--- src/design/AvPkg.sv ---
//******************************
// Shared widths, TMDS control words and bar colours
// for the DVI test pattern source
//******************************

package AvPkg;

    // Raster position widths, wide enough for 1080p totals
    localparam int H_POS_WIDTH = 12;
    localparam int V_POS_WIDTH = 11;

    // TMDS control words sent during blanking
    // The suffix is the control pair {C1, C0}, which is {vSync, hSync} on channel 0
    localparam logic [9:0] CTRL_CODE_00 = 10'b1101010100;
    localparam logic [9:0] CTRL_CODE_01 = 10'b0010101011;
    localparam logic [9:0] CTRL_CODE_10 = 10'b0101010100;
    localparam logic [9:0] CTRL_CODE_11 = 10'b1010101011;

    // Number of vertical bars across the active width
    localparam int BAR_COUNT = 8;

    // Bar colours from left to right, packed as {red, green, blue}
    // This is the usual full-saturation bar order
    localparam logic [23:0] BAR_COLORS [BAR_COUNT] = '{
        24'hFFFFFF,
        24'hFFFF00,
        24'h00FFFF,
        24'h00FF00,
        24'hFF00FF,
        24'hFF0000,
        24'h0000FF,
        24'h000000
    };

endpackage
--- src/design/PixelIf.sv ---
//******************************
// Pixel bus from the pattern generator to the DVI encoder
//******************************

`timescale 1ns/10ps

interface PixelIf;

    // Sync and blanking, already aligned with the colour below
    logic dataEnable;
    logic hSync;
    logic vSync;

    // One 8-bit sample per colour component
    logic [7:0] red;
    logic [7:0] green;
    logic [7:0] blue;

    // The pattern generator produces the pixel stream
    modport source (output dataEnable, hSync, vSync, red, green, blue);

    // The DVI encoder consumes it, one pixel per clock
    modport sink (input dataEnable, hSync, vSync, red, green, blue);

endinterface

--- src/design/VideoTimingIf.sv ---
//******************************
// Raster timing bus from the timing generator to the pattern generator
//******************************

`timescale 1ns/10ps

interface VideoTimingIf;

    // High while the raster is inside the active picture
    logic dataEnable;

    // Active-high sync pulses
    logic hSync;
    logic vSync;

    // Active position, only meaningful while dataEnable is high
    logic [AvPkg::H_POS_WIDTH-1:0] hPos;
    logic [AvPkg::V_POS_WIDTH-1:0] vPos;

    // The timing generator drives everything
    modport source (output dataEnable, hSync, vSync, hPos, vPos);

    // The pattern generator only listens
    modport sink (input dataEnable, hSync, vSync, hPos, vPos);

endinterface

--- src/design/AvTestPatterns.sv ---
//******************************
// DVI colour bar source, raster size set by the parameters below
//******************************

`timescale 1ns/10ps

module AvTestPatterns #(
    parameter int H_ACTIVE      = 64,
    parameter int H_FRONT_PORCH = 4,
    parameter int H_SYNC_PULSE  = 8,
    parameter int H_BACK_PORCH  = 8,
    parameter int V_ACTIVE      = 16,
    parameter int V_FRONT_PORCH = 2,
    parameter int V_SYNC_PULSE  = 2,
    parameter int V_BACK_PORCH  = 3
) (
    input  logic       pixelClock,
    input  logic       arstN,
    output logic [9:0] dviChannel0,
    output logic [9:0] dviChannel1,
    output logic [9:0] dviChannel2
);

    // Raster state from the timing generator
    VideoTimingIf timingBus ();

    // Coloured pixels for the encoder
    PixelIf pixelBus ();

    VideoFormatTiming #(
        .H_ACTIVE      (H_ACTIVE),
        .H_FRONT_PORCH (H_FRONT_PORCH),
        .H_SYNC_PULSE  (H_SYNC_PULSE),
        .H_BACK_PORCH  (H_BACK_PORCH),
        .V_ACTIVE      (V_ACTIVE),
        .V_FRONT_PORCH (V_FRONT_PORCH),
        .V_SYNC_PULSE  (V_SYNC_PULSE),
        .V_BACK_PORCH  (V_BACK_PORCH)
    ) rasterTiming (
        .pixelClock (pixelClock),
        .arstN      (arstN),
        .timing     (timingBus.source)
    );

    // The pattern only needs the active size to place bars and ramp
    ColorBarPattern #(
        .H_ACTIVE (H_ACTIVE),
        .V_ACTIVE (V_ACTIVE)
    ) colorBars (
        .pixelClock (pixelClock),
        .arstN      (arstN),
        .timing     (timingBus.sink),
        .pixel      (pixelBus.source)
    );

    DviEncoder dvi (
        .pixelClock (pixelClock),
        .arstN      (arstN),
        .pixel      (pixelBus.sink),
        .channel0   (dviChannel0),
        .channel1   (dviChannel1),
        .channel2   (dviChannel2)
    );

endmodule

--- src/design/DviEncoder.sv ---
//******************************
// DVI data channels built from three TMDS encoders
//******************************

`timescale 1ns/10ps

module DviEncoder (
    input  logic       pixelClock,
    input  logic       arstN,
    PixelIf.sink       pixel,
    output logic [9:0] channel0,
    output logic [9:0] channel1,
    output logic [9:0] channel2
);

    // Channel 0 carries blue and the two sync bits as its control pair
    TmdsEncoder blueEncoder (
        .pixelClock (pixelClock),
        .arstN      (arstN),
        .dataEnable (pixel.dataEnable),
        .control    ({pixel.vSync, pixel.hSync}),
        .data       (pixel.blue),
        .symbol     (channel0)
    );

    // Green and red have no control information in DVI
    TmdsEncoder greenEncoder (
        .pixelClock (pixelClock),
        .arstN      (arstN),
        .dataEnable (pixel.dataEnable),
        .control    (2'b00),
        .data       (pixel.green),
        .symbol     (channel1)
    );

    TmdsEncoder redEncoder (
        .pixelClock (pixelClock),
        .arstN      (arstN),
        .dataEnable (pixel.dataEnable),
        .control    (2'b00),
        .data       (pixel.red),
        .symbol     (channel2)
    );

endmodule

--- src/design/TmdsEncoder.sv ---
//******************************
// Two-stage TMDS 8b/10b encoder for one DVI channel
//******************************

`timescale 1ns/10ps

module TmdsEncoder (
    input  logic       pixelClock,
    input  logic       arstN,
    input  logic       dataEnable,
    input  logic [1:0] control,
    input  logic [7:0] data,
    output logic [9:0] symbol
);

    logic [3:0]        dataOnes;
    logic              useXnor;
    logic [8:0]        qmNext;
    logic [8:0]        qm;
    logic              enableStage;
    logic [1:0]        controlStage;
    logic [3:0]        qmOnes;
    logic signed [5:0] balance;
    logic signed [5:0] disparity;
    logic signed [5:0] nextDisparity;
    logic [9:0]        dataWord;
    logic [9:0]        controlWord;

    // Stage one builds the transition-minimized word
    // XNOR is picked when it gives fewer transitions for this byte
    always_comb begin
        dataOnes = 4'($countones(data));
        useXnor  = (dataOnes > 4'd4) || ((dataOnes == 4'd4) && !data[0]);
        qmNext[0] = data[0];
        for (int i = 1; i < 8; i++) begin
            qmNext[i] = useXnor ? ~(qmNext[i-1] ^ data[i]) : (qmNext[i-1] ^ data[i]);
        end
        // Bit 8 tells the receiver which chain was used, 1 for XOR
        qmNext[8] = !useXnor;
    end

    always_ff @(posedge pixelClock or negedge arstN) begin
        if (!arstN) begin
            enableStage  <= 1'b0;
            controlStage <= 2'b00;
        end else begin
            enableStage  <= dataEnable;
            controlStage <= control;
        end
    end

    always_ff @(posedge pixelClock) begin
        qm <= qmNext;
    end

    // Stage two keeps the line DC balanced
    // balance is ones minus zeros of the low byte of qm
    always_comb begin
        qmOnes  = 4'($countones(qm[7:0]));
        balance = $signed({1'b0, qmOnes, 1'b0}) - 6'sd8;
        if ((disparity == 6'sd0) || (balance == 6'sd0)) begin
            // No bias either way so bit 8 alone decides the inversion
            dataWord = {~qm[8], qm[8], qm[8] ? qm[7:0] : ~qm[7:0]};
            nextDisparity = qm[8] ? disparity + balance : disparity - balance;
        end else if ((!disparity[5] && !balance[5]) || (disparity[5] && balance[5])) begin
            // The word would push the running count further from zero, so invert it
            dataWord = {1'b1, qm[8], ~qm[7:0]};
            nextDisparity = disparity - balance + (qm[8] ? 6'sd2 : 6'sd0);
        end else begin
            dataWord = {1'b0, qm[8], qm[7:0]};
            nextDisparity = disparity + balance - (qm[8] ? 6'sd0 : 6'sd2);
        end
    end

    always_comb begin
        case (controlStage)
            2'b00:   controlWord = AvPkg::CTRL_CODE_00;
            2'b01:   controlWord = AvPkg::CTRL_CODE_01;
            2'b10:   controlWord = AvPkg::CTRL_CODE_10;
            default: controlWord = AvPkg::CTRL_CODE_11;
        endcase
    end

    // Blanking sends a control word and restarts the disparity count
    always_ff @(posedge pixelClock or negedge arstN) begin
        if (!arstN) begin
            symbol    <= AvPkg::CTRL_CODE_00;
            disparity <= 6'sd0;
        end else if (!enableStage) begin
            symbol    <= controlWord;
            disparity <= 6'sd0;
        end else begin
            symbol    <= dataWord;
            disparity <= nextDisparity;
        end
    end

endmodule

--- src/design/ColorBarPattern.sv ---
//******************************
// Colour bars over the upper rows with a grey ramp below, one clock of latency
//******************************

`timescale 1ns/10ps

module ColorBarPattern #(
    parameter int H_ACTIVE = 64,
    parameter int V_ACTIVE = 16
) (
    input  logic       pixelClock,
    input  logic       arstN,
    VideoTimingIf.sink timing,
    PixelIf.source     pixel
);

    localparam int HW = AvPkg::H_POS_WIDTH;
    localparam int VW = AvPkg::V_POS_WIDTH;
    localparam int IW = $clog2(AvPkg::BAR_COUNT);

    // Pixels per bar, H_ACTIVE is expected to divide evenly
    localparam logic [HW-1:0] BAR_LAST = HW'(H_ACTIVE / AvPkg::BAR_COUNT - 1);

    // Rows above this line show bars, the rest show the ramp
    localparam logic [VW-1:0] BAR_ROWS = VW'((V_ACTIVE * 3) / 4);

    logic [HW-1:0] barPixel;
    logic [IW-1:0] barIndex;
    logic [23:0]   rgb;
    logic [7:0]    rampLevel;

    // Position inside the current bar, which avoids a divide by the bar width
    // Blanking always separates lines, so clearing there restarts each line at bar 0
    always_ff @(posedge pixelClock or negedge arstN) begin
        if (!arstN) begin
            barPixel <= '0;
            barIndex <= '0;
        end else if (!timing.dataEnable) begin
            barPixel <= '0;
            barIndex <= '0;
        end else if (barPixel == BAR_LAST) begin
            barPixel <= '0;
            barIndex <= barIndex + 1'b1;
        end else begin
            barPixel <= barPixel + 1'b1;
        end
    end

    // The ramp is hPos times 4 kept to 8 bits
    assign rampLevel = {timing.hPos[5:0], 2'b00};

    always_comb begin
        if (!timing.dataEnable) begin
            rgb = 24'h000000;
        end else if (timing.vPos < BAR_ROWS) begin
            rgb = AvPkg::BAR_COLORS[barIndex];
        end else begin
            rgb = {rampLevel, rampLevel, rampLevel};
        end
    end

    // Sync and blanking take the same single register stage as the colour
    always_ff @(posedge pixelClock or negedge arstN) begin
        if (!arstN) begin
            pixel.dataEnable <= 1'b0;
            pixel.hSync      <= 1'b0;
            pixel.vSync      <= 1'b0;
        end else begin
            pixel.dataEnable <= timing.dataEnable;
            pixel.hSync      <= timing.hSync;
            pixel.vSync      <= timing.vSync;
        end
    end

    always_ff @(posedge pixelClock) begin
        pixel.red   <= rgb[23:16];
        pixel.green <= rgb[15:8];
        pixel.blue  <= rgb[7:0];
    end

endmodule

--- src/design/VideoFormatTiming.sv ---
//******************************
// Progressive raster generator with registered sync, blanking and position
//******************************

`timescale 1ns/10ps

module VideoFormatTiming #(
    parameter int H_ACTIVE      = 64,
    parameter int H_FRONT_PORCH = 4,
    parameter int H_SYNC_PULSE  = 8,
    parameter int H_BACK_PORCH  = 8,
    parameter int V_ACTIVE      = 16,
    parameter int V_FRONT_PORCH = 2,
    parameter int V_SYNC_PULSE  = 2,
    parameter int V_BACK_PORCH  = 3
) (
    input  logic         pixelClock,
    input  logic         arstN,
    VideoTimingIf.source timing
);

    localparam int HW = AvPkg::H_POS_WIDTH;
    localparam int VW = AvPkg::V_POS_WIDTH;

    // Totals in pixels per line and lines per frame
    localparam int H_TOTAL = H_ACTIVE + H_FRONT_PORCH + H_SYNC_PULSE + H_BACK_PORCH;
    localparam int V_TOTAL = V_ACTIVE + V_FRONT_PORCH + V_SYNC_PULSE + V_BACK_PORCH;

    // Region boundaries in counter units
    // Each line runs active, front porch, sync, back porch and frames do the same in lines
    localparam logic [HW-1:0] H_LAST       = HW'(H_TOTAL - 1);
    localparam logic [HW-1:0] H_ACTIVE_END = HW'(H_ACTIVE);
    localparam logic [HW-1:0] H_SYNC_START = HW'(H_ACTIVE + H_FRONT_PORCH);
    localparam logic [HW-1:0] H_SYNC_END   = HW'(H_ACTIVE + H_FRONT_PORCH + H_SYNC_PULSE);
    localparam logic [VW-1:0] V_LAST       = VW'(V_TOTAL - 1);
    localparam logic [VW-1:0] V_ACTIVE_END = VW'(V_ACTIVE);
    localparam logic [VW-1:0] V_SYNC_START = VW'(V_ACTIVE + V_FRONT_PORCH);
    localparam logic [VW-1:0] V_SYNC_END   = VW'(V_ACTIVE + V_FRONT_PORCH + V_SYNC_PULSE);

    logic [HW-1:0] hCount;
    logic [VW-1:0] vCount;
    logic          lineEnd;
    logic          frameEnd;
    logic          inActive;
    logic          inHSync;
    logic          inVSync;

    assign lineEnd  = (hCount == H_LAST);
    assign frameEnd = (vCount == V_LAST);

    // The horizontal counter steps every clock and the vertical one once per line
    always_ff @(posedge pixelClock or negedge arstN) begin
        if (!arstN) begin
            hCount <= '0;
            vCount <= '0;
        end else if (lineEnd) begin
            hCount <= '0;
            vCount <= frameEnd ? '0 : vCount + 1'b1;
        end else begin
            hCount <= hCount + 1'b1;
        end
    end

    // Region decode of the current counter state
    always_comb begin
        inActive = (hCount < H_ACTIVE_END) && (vCount < V_ACTIVE_END);
        inHSync  = (hCount >= H_SYNC_START) && (hCount < H_SYNC_END);
        // vSync covers whole lines so it changes together with the line start
        inVSync  = (vCount >= V_SYNC_START) && (vCount < V_SYNC_END);
    end

    // All outputs are registered so they arrive one clock after the counter state
    always_ff @(posedge pixelClock or negedge arstN) begin
        if (!arstN) begin
            timing.dataEnable <= 1'b0;
            timing.hSync      <= 1'b0;
            timing.vSync      <= 1'b0;
            timing.hPos       <= '0;
            timing.vPos       <= '0;
        end else begin
            timing.dataEnable <= inActive;
            timing.hSync      <= inHSync;
            timing.vSync      <= inVSync;
            // Inside the active region the position is simply the counter value
            timing.hPos       <= hCount;
            timing.vPos       <= vCount;
        end
    end

endmodule

--- config.mk ---
export PLATFORM = sky130hd
export DESIGN_NAME = AvTestPatterns
export DESIGN_NICKNAME = d
export VERILOG_FILES = /design/src/design/AvPkg.sv /design/src/design/PixelIf.sv /design/src/design/VideoTimingIf.sv /design/src/design/AvTestPatterns.sv /design/src/design/DviEncoder.sv /design/src/design/TmdsEncoder.sv /design/src/design/ColorBarPattern.sv /design/src/design/VideoFormatTiming.sv
export SDC_FILE = /design/constraint.sdc
export NUM_CORES = 1
export LEC_CHECK = 0
export BUFFER_PORTS_ARGS = -buffer_cell sky130_fd_sc_hd__buf_2
export CAP_MARGIN = 10
export CORE_ASPECT_RATIO = 1.25
export CORE_MARGIN = 5
export CORE_UTILIZATION = 65
export CTS_BUF_LIST = sky130_fd_sc_hd__clkbuf_8
export CTS_CLUSTER_SIZE = 10
export DETAILED_ROUTE_END_ITERATION = 10
export PLACE_DENSITY = 0.92
export SLEW_MARGIN = 20
export SYNTH_ARGS = -nofsm -noshare
export SYNTH_HDL_FRONTEND = slang
export SYNTH_HIERARCHICAL = 1
export SYNTH_SLANG_ARGS = --single-unit
export TNS_END_PERCENT = 1
--- constraint.sdc ---
create_clock -name pixelClock -period 5.5 [get_ports pixelClock]
set_input_delay 1.1 -clock pixelClock [delete_from_list [all_inputs] [get_ports pixelClock]]
set_output_delay 1.1 -clock pixelClock [all_outputs]
set_load 0.005 [all_outputs]
Word-level counts from Yosys, hierarchy flattened
Memory sizes are Yosys's and may differ from the RTL's. Index checks and enable logic that the tools add are counted.

Eq/ne operators: 9. Reductions and logical operators: 41. Muxes and demuxes: 61. Add/subtract/negate cells: 61. Bitwise gates (word level): 49. Magnitude comparators: 11.

Operator list (count): $mux 10 (9); $mux 24 (3); $mux 6 (12); $add 1x1->2 (24); $add 2x2->3 (12); $logic_not 6->1 (6); $mux 12 (3); $pmux 10 s3 (1); $add 12x1->12 const B (2); $lt 12x7->1 const B (2); $mux 8 (3); $not 1->1 (24); $not 8->8 (3); $lt 11x5->1 const B (2); $mux 1 (21); $xor 1x1->1 (21); $add 6x3->6 (3); $add 6x6->6 (3); $sub 5x4->6 const B (3); $sub 6x3->6 (3); $sub 6x6->6 (3); $add 3x3->4 (3); $add 4x3->4 (3); $eq 12x3->1 const B (1); 22 further kinds (62).

Memories kept: 1. Memory bits (read-only): 192. Output and inout bits: 30. Logic and storage cells: 262. Register bits: 163. Input bits: 2.

Memories: (no name shown) (words 8, bits a word 24, rd ports 1, clocked after memory_dff 0, write ports 0, line ColorBarPattern.sv:56) `rgb = AvPkg::BAR_COLORS[barIndex];`.

Depth between registers and ports, before layout
Gate-level depths: netlist (run 1).

Word-level depth: 25. Gate-level depth with buffers: 16. Gate-level depth less buffers: 16.

Cells and area by module
Netlist (run 1), hierarchy kept.

Modules (own cells, without submodules): TmdsEncoder at dvi.greenEncoder ... (seq. area each 636.9 um^2, times used 2, area each 2113.3 um^2, cells an instance 210); TmdsEncoder at dvi.blueEncoder (seq. area each 636.9 um^2, times used 1, area each 2119.5 um^2, cells an instance 210); VideoFormatTiming (seq. area each 1226.2 um^2, times used 1, area each 1834.3 um^2, cells an instance 134); ColorBarPattern (seq. area each 870.8 um^2, times used 1, area each 1478.9 um^2, cells an instance 139); DviEncoder (seq. area each 0.0 um^2, times used 1, area each 3.8 um^2, cells an instance 1).

Worst setup path after synthesis (run 1)
Ideal clock, no wire load.

Path kind: reg-to-reg. From: register dvi.greenEncoder.qm[0]. To: register dvi.greenEncoder.symbol[0]. Clock period less this slack: 4.343 ns. Stages on the path, launching flop included: 16. Slack: 1.157 ns. Library setup time: 0.118 ns. Data required time: 5.382 ns. Arrival time: 4.225 ns. Path buffers: 0. Cell sequence: dfxtp_1 -> inv_1 -> fa_1 -> fa_1 -> fa_1 -> inv_1 -> ha_1 -> fa_1 -> xor2_1 -> inv_1 -> ha_1 -> or4b_1 -> o21a_4 -> mux2i_4 -> xnor2_1 -> a21o_1.

Longest elaborated chain between the ends: 10. Elaborated cells between the ends (all ways): 15. Those cells by class: add/sub: 4; mux: 4; bitwise: 1; reduce/logical: 6.

RTL lines: start: declaration (line TmdsEncoder.sv:19) `logic [8:0] qm;`; start signal: assignment (line TmdsEncoder.sv:53) `qm <= qmNext;`; $add 1x1->2 (not written as such) (line TmdsEncoder.sv:59) `qmOnes = 4'($countones(qm[7:0]));`; $add 2x2->3 (not written as such) (line TmdsEncoder.sv:59); $add 3x3->4 (not written as such) (line TmdsEncoder.sv:59); $sub 5x4->6 (line TmdsEncoder.sv:60) `balance = $signed({1'b0, qmOnes, 1'b0}) - 6'sd8;`; $logic_not 1->1 (line TmdsEncoder.sv:65) `end else if ((!disparity[5] && !balance[5]) || (disparity[5] && balance[5])) begin`; $logic_and 1x1->1 (line TmdsEncoder.sv:65); $logic_or 1x1->1 (line TmdsEncoder.sv:65); $mux 10 (line TmdsEncoder.sv:65); $mux 10 * (line TmdsEncoder.sv:61) `if ((disparity == 6'sd0) || (balance == 6'sd0)) begin`; $mux 10 * (line TmdsEncoder.sv:89) `end else if (!enableStage) begin`; end signal: assignment (line TmdsEncoder.sv:87) `symbol <= AvPkg::CTRL_CODE_00;`; end signal: assignment (line TmdsEncoder.sv:90) `symbol <= controlWord;`; end signal: assignment (line TmdsEncoder.sv:93) `symbol <= dataWord;`; end: declaration (line TmdsEncoder.sv:13) `output logic [9:0] symbol`.

Every way passes the cells marked *; elsewhere a longest branch is shown, timed or not. A chain may end at the register's enable or synchronous reset.

Final worst setup path (run 1)
From: register dvi.blueEncoder.qm[0]. To: register dvi.blueEncoder.symbol[5].

Longest elaborated chain between the ends: 10. Elaborated cells between the ends (all ways): 13. Those cells by class: add/sub: 4; mux: 3; reduce/logical: 6.

RTL lines (line): start: declaration (TmdsEncoder.sv:19); start signal: assignment (TmdsEncoder.sv:53); $add 1x1->2 (not written as such) * (TmdsEncoder.sv:59); $add 2x2->3 (not written as such) * (TmdsEncoder.sv:59); $add 3x3->4 (not written as such) * (TmdsEncoder.sv:59); $sub 5x4->6 * (TmdsEncoder.sv:60); $logic_not 1->1 (TmdsEncoder.sv:65); $logic_and 1x1->1 (TmdsEncoder.sv:65); $logic_or 1x1->1 (TmdsEncoder.sv:65); $mux 10 (TmdsEncoder.sv:65); $mux 10 * (TmdsEncoder.sv:61); $mux 10 * (TmdsEncoder.sv:89); end signal: assignment (TmdsEncoder.sv:87); end signal: assignment (TmdsEncoder.sv:90); end signal: assignment (TmdsEncoder.sv:93); end: declaration (TmdsEncoder.sv:13).

Marks and branches as above.

==> metrics, run 1 <==
ratio of cells with drive above 1 in the final layout 11.1%; Final Hold Vio Count 0; drt pass-1 iters 5; Final Cycle Share 86.5%; clock power share 41.9%; Peak Freq 0.210 GHz; die area 0.0171 mm²; Yosys warnings 6; Die W 118 µm; die height 145 µm; CP arrival 5100 ps; DRC viols 0; DRT antenna net count 0; Synth Cell Area 0.00946 mm²; via count 6496; met2 Resource Use GR 41.1%; clock skew 12.4 ps; final cell count without fillers 1123; Final TNS setup 0 ps; Worst-Skew Late Latency 450 ps; TritonCTS clock tree yes; max-slew violations 0; # hold bufs at CTS 0; placed insts 1091; row count 49; vias in the first global route 6887; first-pass GRT wire length 31600 µm; gpl congestion 0.907; met3 usage 4.55%; Ant. Diodes 0; max cap viols 0; GRT met1 Usage 25.1%; Post-Route WL 18500 µm; nets@finish 1055; hold crit path type reg2reg; clk slew on worst S/H paths 90 ps; clk sinks 161; Critical Path RT 5840 ps; H-tree depth 4; Comb pwr share 1.1%; # setup viols final 0; post-route cell area 0.0102 mm²; initial antenna violation count 0; DRT iter0 DRCs 431; Int Pwr 1600 µW; CTS buffer count 17; Port Buf Inserts 31; Post-DP Area 0.00978 mm²; Post-CTS Repair Setup Buffers 0; CP Launch Type register; mean post-synth cell area 10.6 µm²; Sw Pwr 468 µW; Layout area overhead 7.59%; CP Class reg2reg; Root Buffer clkbuf_8; worst IR drop on VDD 0.000182 V; largest net degree at the start of global routing 75; Starting Density 66.0%; post_cts resized 0; IO Pins 32; core box area 0.0143 mm²; Sw Share 22.6%; wire per inst 16.4 µm; Power Dens Cells 204 mW/mm²; Congestion Overflow GR 0; GRT Util Overall 22.3%; Slew HR 36.0%; vias per cell 5.78; status finished, final reports clean; busiest metal layer after global routing met2; Max Fanout on Critical Path 9; DPL Wire Length 13600 µm; Max Buffers Root-to-Sink 2; Leak 0.00497 µW; Mapped Cells 896; Final min period 4760 ps; CP Capture Type register; Worst Tran Pin Value 948 ps; RSZ-0062 raised after global routing no; Reg power frac 57.0%; Hold Slack 353 ps
[metal layers]
| metal | up-vias | part of all wire, % |
|---|---|---|
| li1 | 3109 | - |
| met1 | 3171 | 39 |
| met2 | 160 | 55 |
| met3 | 56 | 3.3 |
| met4 | 0 | 3.3 |
| met5 | - | 0 |
[layout by cell type (no fill, tap or decap), types with 6 or more instances in the layout]
cell type  count
nand4_1       10
a211oi_1      18
fa_1          27
o21bai_1       6
nor2_1        48
dfstp_2       15
a21oi_1       33
dfxtp_1       48
clkbuf_8      18
ha_1          94
nand2_1       43
nor3b_1        8
o311ai_0       6
xnor2_1       71
nand3_1       20
xor2_1        41
or3_1          9
nor2b_1        6
dfrtp_1       98
nor3_1        17
or4_4          6
buf_2         30
inv_1        104
mux2i_1       25
o21ai_0       13
a21o_1        30
[final timing paths]
| path | from | to | slack, ps | cells past startpoint |
|---|---|---|---|---|
| worst max-delay path | dvi/blueEncoder/qm[0] | dvi/blueEncoder/symbol[5] | 740 | 15 |
| worst min-delay path | colorBars/pixel.vSync | dvi/blueEncoder/controlStage[1] | 350 | 0 |
| worst min register to register | colorBars/pixel.vSync | dvi/blueEncoder/controlStage[1] | 350 | 0 |
| worst max register to register | dvi/blueEncoder/qm[0] | dvi/blueEncoder/symbol[5] | 740 | 15 |
| min in group asynchronous | arstN | rasterTiming/hCount[11] | 780 | 1 |
| max in group asynchronous | arstN | dvi/redEncoder/symbol[6] | 3640 | 2 |
[state kept, by name, summed over array words and instances (netlist names), 3 cells and up]
register	count
rasterTiming/hCount	12
colorBars/barPixel	12
dvi/redEncoder/symbol	10
dvi/greenEncoder/symbol	10
rasterTiming/timing.hPos	6
dvi/blueEncoder/symbol	10
colorBars/barIndex	3
dvi/blueEncoder/disparity	5
rasterTiming/vCount	11
colorBars/pixel.red	7
dvi/greenEncoder/disparity	5
colorBars/pixel.blue	7
dvi/greenEncoder/qm	9
dvi/redEncoder/disparity	5
dvi/blueEncoder/qm	9
dvi/redEncoder/qm	9
colorBars/pixel.green	7
rasterTiming/timing.vPos	9
[per-stage QoR]
stage | utilization (%) | worst slack (ps) | power, µW
6_report | 71.0 | 742 | 2070
3_5_place_dp | 68.2 | 821 | 1230
2_1_floorplan | - | 1160 | 1210
4_1_cts | 71.0 | 749 | 2090
3_3_place_gp | 68.2 | 966 | 1230
5_1_grt | 71.0 | 567 | 2150
[worst max-delay path, cell delays in order, from the launching register on]
cell     delay [ps]
dfxtp_1         310
inv_1            60
fa_1            560
fa_1            440
fa_1            490
inv_1            40
ha_1            200
fa_1            410
xor2_1          270
inv_1           120
ha_1            240
or4b_1          570
o21a_4          190
mux2i_4         400
xnor2_1         140
a21o_1          190
[power by group through the flow]
stage	clock [µW]	sequential, µW	combinational [µW]
floorplan	0	1200	5.00
CTS	887	1180	24.4
global route	937	1180	28.7
detailed placement	0	1200	24.2
global placement	0	1200	23.3
finish	869	1180	23.1
[cell type report]
type,instances,area (µm²)
multi-input combinational,615,5180
fill,940,4170
clock buffer,18,248
inverter,103,387
timing repair buffer,34,180
sequential,161,3810
clock inverter,14,154
tap,178,223
(Power assumes the default switching activity.)
==> run 2, diff against run 1 <==
--- a/config.mk
+++ b/config.mk
@@ -9,11 +9,11 @@
 export CAP_MARGIN = 10
 export CORE_ASPECT_RATIO = 1.25
 export CORE_MARGIN = 5
-export CORE_UTILIZATION = 65
+export CORE_UTILIZATION = 69
 export CTS_BUF_LIST = sky130_fd_sc_hd__clkbuf_8
 export CTS_CLUSTER_SIZE = 10
 export DETAILED_ROUTE_END_ITERATION = 10
-export PLACE_DENSITY = 0.92
+export PLACE_DENSITY = 0.95
 export SLEW_MARGIN = 20
 export SYNTH_ARGS = -nofsm -noshare
 export SYNTH_HDL_FRONTEND = slang
==> constraint.sdc (replaced) <==
create_clock -name pixelClock -period 6.08 [get_ports pixelClock]
set_input_delay 1.216 -clock pixelClock [delete_from_list [all_inputs] [get_ports pixelClock]]
set_output_delay 1.216 -clock pixelClock [all_outputs]
set_load 0.005 [all_outputs]
==> metrics, run 2 (same netlist as run 1, synthesis figures left out) <==
clock power share 43.5%; Hold Crit Depth 0; Critical Path RT 6440 ps; Crit path buffers/inverters 3; nets@finish 1055; Worst Tran Pin Value 1120 ps; # hold bufs at CTS 0; GRT Util Overall 25.6%; Die W 115 µm; WP depth 15; Max Buffers Root-to-Sink 2; post-route cell area 0.0102 mm²; worst IR drop on VDD 0.000148 V; clk sinks 161; # setup viols final 0; Crit-path slowest cell fa_1; Port Buf Inserts 31; Post-CTS Repair Setup Buffers 0; reg2reg start dvi/blueEncoder/qm[0]; Worst-Skew Late Latency 460 ps; worst path cell trace inv_1, fa_1, fa_1, fa_1, inv_1, ha_1, fa_1, xor2_1, inv_1, ha_1, or4b_1, o21a_4, mux2i_4, nor2_1, a21oi_1; drt pass-1 iters 5; Slew HR 24.3%; Peak Freq 0.213 GHz; CTS buffer count 17; Post-DP Area 0.00977 mm²; H-tree depth 4; placed insts 1084; clock skew 16.1 ps; IO Pins 32; largest net degree at the start of global routing 62; biggest regs colorBars/barPixel: 12 flops, rasterTiming/hCount: 12 flops, rasterTiming/vCount: 11 flops; Leak 0.00499 µW; Max Fanout on Critical Path 9; status finished, final reports clean; max cap viols 0; DRT iter0 DRCs 617; Fillers 788; commonest cells after routing, fill and taps aside 104 x inv_1, 98 x dfrtp_1, 94 x ha_1; row count 47; Sw Pwr 433 µW; Ant. Diodes 0; CP Launch Type register; Layout area overhead 7.77%; TritonCTS clock tree yes; crit-path most repeated cell fa_1; Power Dens Cells 189 mW/mm²; CP arrival 5050 ps; first-pass GRT wire length 33000 µm; Worst R2R Path Depth 15; most common cell after layout, fill and taps aside inv_1; clk slew on worst S/H paths 90 ps; Final Power 1930 µW; vias in the first global route 7127; CP Class reg2reg; final cell count without fillers 1116; Int Pwr 1500 µW; Hold EP colorBars/pixel.vSync; Comb pwr share 1.1%; post_cts resized 0; gpl congestion 0.930; DRT antenna net count 0; delay-heaviest family, CP adder cells; ratio of cells with drive above 1 in the final layout 11.1%; Final min period 4700 ps; Hold Crit Start rasterTiming/timing.vSync; wire per inst 17.7 µm; DRC viols 0; core box area 0.0133 mm²; Starting Density 70.9%; max-slew violations 0; Final Hold Vio Count 0; Final Cycle Share 77.2%; Congestion Overflow GR 0; crit-path max cell delay 580 ps; initial antenna violation count 0; die area 0.0162 mm²; Post-Route WL 19700 µm; die height 141 µm; via count 6743; FF-to-FF setup slack 1380 ps; Reg power frac 55.4%; vias per cell 6.04; r2r endpoint dvi/blueEncoder/symbol[9]; CP Capture Type register; Sw Share 22.4%; Root Buffer clkbuf_8; DPL Wire Length 14000 µm; hold crit path type reg2reg; Final TNS setup 0 ps; RSZ-0062 raised after global routing no
[run 2: cell types whose count changed in the layout (fill, tap and decap cells not counted)]
cell        previous run  this run
bufinv_16              2         3
inv_8                  0         2
clkinv_4               3         4
inv_6                  5         2
clkinvlp_4             2         0
inv_4                  0         1
[run 2: how the worst max path moves through the flow]
stage,from,to,slack [ps]
floorplan,dvi/greenEncoder/qm[0],dvi/greenEncoder/symbol[0],1740
global placement,dvi/greenEncoder/qm[0],dvi/greenEncoder/symbol[0],1580
detailed placement,dvi/blueEncoder/qm[0],dvi/blueEncoder/symbol[1],1450
CTS,dvi/blueEncoder/qm[0],dvi/blueEncoder/symbol[9],1400
global route,dvi/blueEncoder/qm[0],dvi/blueEncoder/symbol[9],1160
finish,dvi/blueEncoder/qm[0],dvi/blueEncoder/symbol[9],1380
[run 2: per-layer routing]
| layer | vias up | GRT usage [%] | share of wire (%) | routed length, µm |
|---|---|---|---|---|
| li1 | 3120 | - | - | - |
| met5 | - | 0 | 0 | 0 |
| met4 | 0 | 13.2 | 4.0 | 790 |
| met2 | 238 | 46.6 | 54 | 10700 |
| met1 | 3310 | 27.8 | 37 | 7330 |
| met3 | 75 | 5.14 | 4.6 | 912 |
[run 2: power groups by stage]
stage	registers [µW]	clock network (µW)	logic, µW
after CTS	1070	858	21.7
final	1070	839	21.1
after floorplan	1090	0	4.52
after detailed placement	1090	0	21.5
after global routing	1070	905	25.5
after global placement	1090	0	21.0
[run 2: through the flow]
stage | hold WS [ps] | worst slack, ps | util [%]
finish | 345 | 1380 | 76.4
global route | 359 | 1160 | 76.4
CTS | 349 | 1400 | 76.4
detailed placement | 335 | 1450 | 73.2
global placement | 335 | 1580 | 73.2
floorplan | 331 | 1740 | -
[run 2: area by class of cell]
cell class	instances	area (µm²)	area share (%)
clock buffer	18	248	2.43
inverter	103	387	3.79
multi-input combinational	615	5180	50.8
clock inverter	14	180	1.77
sequential	161	3810	37.3
tap	171	214	2.10
timing repair buffer	34	180	1.77
==> run 3, diff against run 2 <==
--- a/config.mk
+++ b/config.mk
@@ -9,11 +9,11 @@
 export CAP_MARGIN = 10
 export CORE_ASPECT_RATIO = 1.25
 export CORE_MARGIN = 5
-export CORE_UTILIZATION = 69
+export CORE_UTILIZATION = 59
 export CTS_BUF_LIST = sky130_fd_sc_hd__clkbuf_8
 export CTS_CLUSTER_SIZE = 10
 export DETAILED_ROUTE_END_ITERATION = 10
-export PLACE_DENSITY = 0.95
+export PLACE_DENSITY = 0.88
 export SLEW_MARGIN = 20
 export SYNTH_ARGS = -nofsm -noshare
 export SYNTH_HDL_FRONTEND = slang
==> constraint.sdc (replaced) <==
create_clock -name pixelClock -period 4.2 [get_ports pixelClock]
set_input_delay 0.84 -clock pixelClock [delete_from_list [all_inputs] [get_ports pixelClock]]
set_output_delay 0.84 -clock pixelClock [all_outputs]
set_load 0.005 [all_outputs]
==> metrics, run 3 (same netlist as run 1, synthesis figures left out) <==
first-pass GRT wire length 34400 µm; FF-to-FF setup slack -170 ps; DRT antenna net count 0; nets@finish 1131; Sw Pwr 650 µW; start point of the critical path dvi/blueEncoder/qm[0]; row count 51; Reg power frac 54.0%; Final Cycle Share 104%; Congestion Overflow GR 0; r2r endpoint dvi/blueEncoder/symbol[1]; Post-Route WL 21000 µm; reg2reg start dvi/blueEncoder/qm[0]; CP Capture Type register; vias per cell 5.65; failing checks negative setup slack; Ant. Diodes 0; Crit-path slowest cell fa_1; via count 6961; crit-path max cell delay 550 ps; Critical Path RT 4550 ps; CP arrival 4720 ps; final cell count without fillers 1233; clk sinks 161; setup slack after layout -173 ps; Peak Freq 0.229 GHz; clk slew on worst S/H paths 80 ps; clock power share 45.0%; # setup viols final 38; die height 152 µm; hold crit path type reg2reg; Final min period 4370 ps; RSZ-0062 raised after global routing yes; CTS buffer count 17; Final TNS setup -3960 ps; Slew HR 32.0%; DPL Wire Length 14600 µm; Crit path buffers/inverters 4; Hold Crit Start rasterTiming/timing.vSync; Worst-Skew Late Latency 460 ps; DRC viols 0; Leak 0.00543 µW; die area 0.0187 mm²; placed insts 1194; Hold Crit Depth 0; Hold EP colorBars/pixel.vSync; vias in the first global route 7372; wire per inst 17.1 µm; Comb pwr share 1.1%; biggest regs colorBars/barPixel: 12 flops, rasterTiming/hCount: 12 flops, rasterTiming/vCount: 11 flops; Die W 123 µm; Max Buffers Root-to-Sink 2; status complete, but fails checks; core box area 0.0157 mm²; most common cell after layout, fill and taps aside dfrtp_1; Root Buffer clkbuf_8; H-tree depth 4; CP Launch Type register; worst path cell trace inv_2, fa_1, fa_1, fa_1, inv_1, ha_2, fa_2, xor2_4, inv_2, ha_4, or4b_4, o21a_4, mux2i_4, buf_12, xnor2_1, a21o_1; Sw Share 22.7%; clock skew 13.2 ps; Worst R2R Path Depth 16; worst IR drop on VDD 0.000197 V; GRT Util Overall 23.3%; CP Class reg2reg; drt pass-1 iters 7; gpl congestion 0.914; worst slack, placed -271 ps; ratio of cells with drive above 1 in the final layout 23.5%; IO Pins 32; crit-path most repeated cell fa_1; Starting Density 60.3%; commonest cells after routing, fill and taps aside 98 x dfrtp_1, 92 x inv_1, 81 x ha_1; Port Buf Inserts 31; Hold Slack 364 ps; Final Hold Vio Count 0; Power Dens Cells 256 mW/mm²; max cap viols 0; Worst Tran Pin Value 1010 ps; fin util 71.4%; Max Fanout on Critical Path 9; DRT iter0 DRCs 438; delay-heaviest family, CP adder cells; Layout area overhead 18.4%; TritonCTS clock tree yes; Int Pwr 2210 µW; initial antenna violation count 0; # hold bufs at CTS 0; largest net degree at the start of global routing 66; max-slew violations 0
==> run 3: worst register-to-register path: stages, from the launching register on <==
cell     delay [ps]
dfxtp_2         330
inv_2            50
fa_1            550
fa_1            430
fa_1            510
inv_1            50
ha_2            180
fa_2            380
xor2_4          210
inv_2            80
ha_4            160
or4b_4          520
o21a_4          160
mux2i_4         190
buf_12          170
xnor2_1         120
a21o_1          180
==> run 3: power by group through the flow <==
| stage | Clock, µW | Sequential, µW | Combinational, µW |
|---|---|---|---|
| after floorplan | 0 | 1580 | 6.55 |
| after global placement | 0 | 1580 | 31.3 |
| after detailed placement | 0 | 1580 | 32.4 |
| after CTS | 1310 | 1550 | 32.7 |
| after global routing | 1370 | 1550 | 38.3 |
| final | 1290 | 1550 | 31.1 |
==> run 3: timing repair <==
item                       4_1_cts  5_1_grt
gates resized for setup         14       21
cloned                           0        1
setup endpoints to repair       40       42
pin swaps                       24        9
buffers inserted                 5        2
==> run 3: worst max path at each step <==
stage,slack (ps),cells after the start,to
detailed placement,-270,15,dvi/greenEncoder/symbol[7]
floorplan,-60,15,dvi/greenEncoder/symbol[0]
CTS,-140,16,dvi/blueEncoder/symbol[0]
finish,-170,16,dvi/blueEncoder/symbol[1]
global route,-290,16,dvi/redEncoder/symbol[1]
global placement,-140,15,dvi/greenEncoder/symbol[5]
==> run 3: final cells by class <==
class / count / area, µm²
clock buffer: 17 / 234
inverter: 103 / 387
clock inverter: 15 / 213
tap: 212 / 265
timing repair buffer: 110 / 826
sequential: 161 / 3810
fill: 1035 / 4490
multi-input combinational: 615 / 5470
==> run 3: metrics by stage <==
step                      instance area [µm²]  total power, µW
final                                   11200             2870
after global routing                    11200             2960
after CTS                               11100             2890
after detailed placement                10500             1610
after global placement                  10500             1610
after floorplan                          9620             1580
==> run 3: routing by layer <==
metal	up-vias	global-route usage (%)	routed length, µm
met2	203	42.4	11300
met3	77	4.53	746
met1	3431	26.3	8190
met5	-	0	0
met4	0	10.2	779
li1	3250	-	-
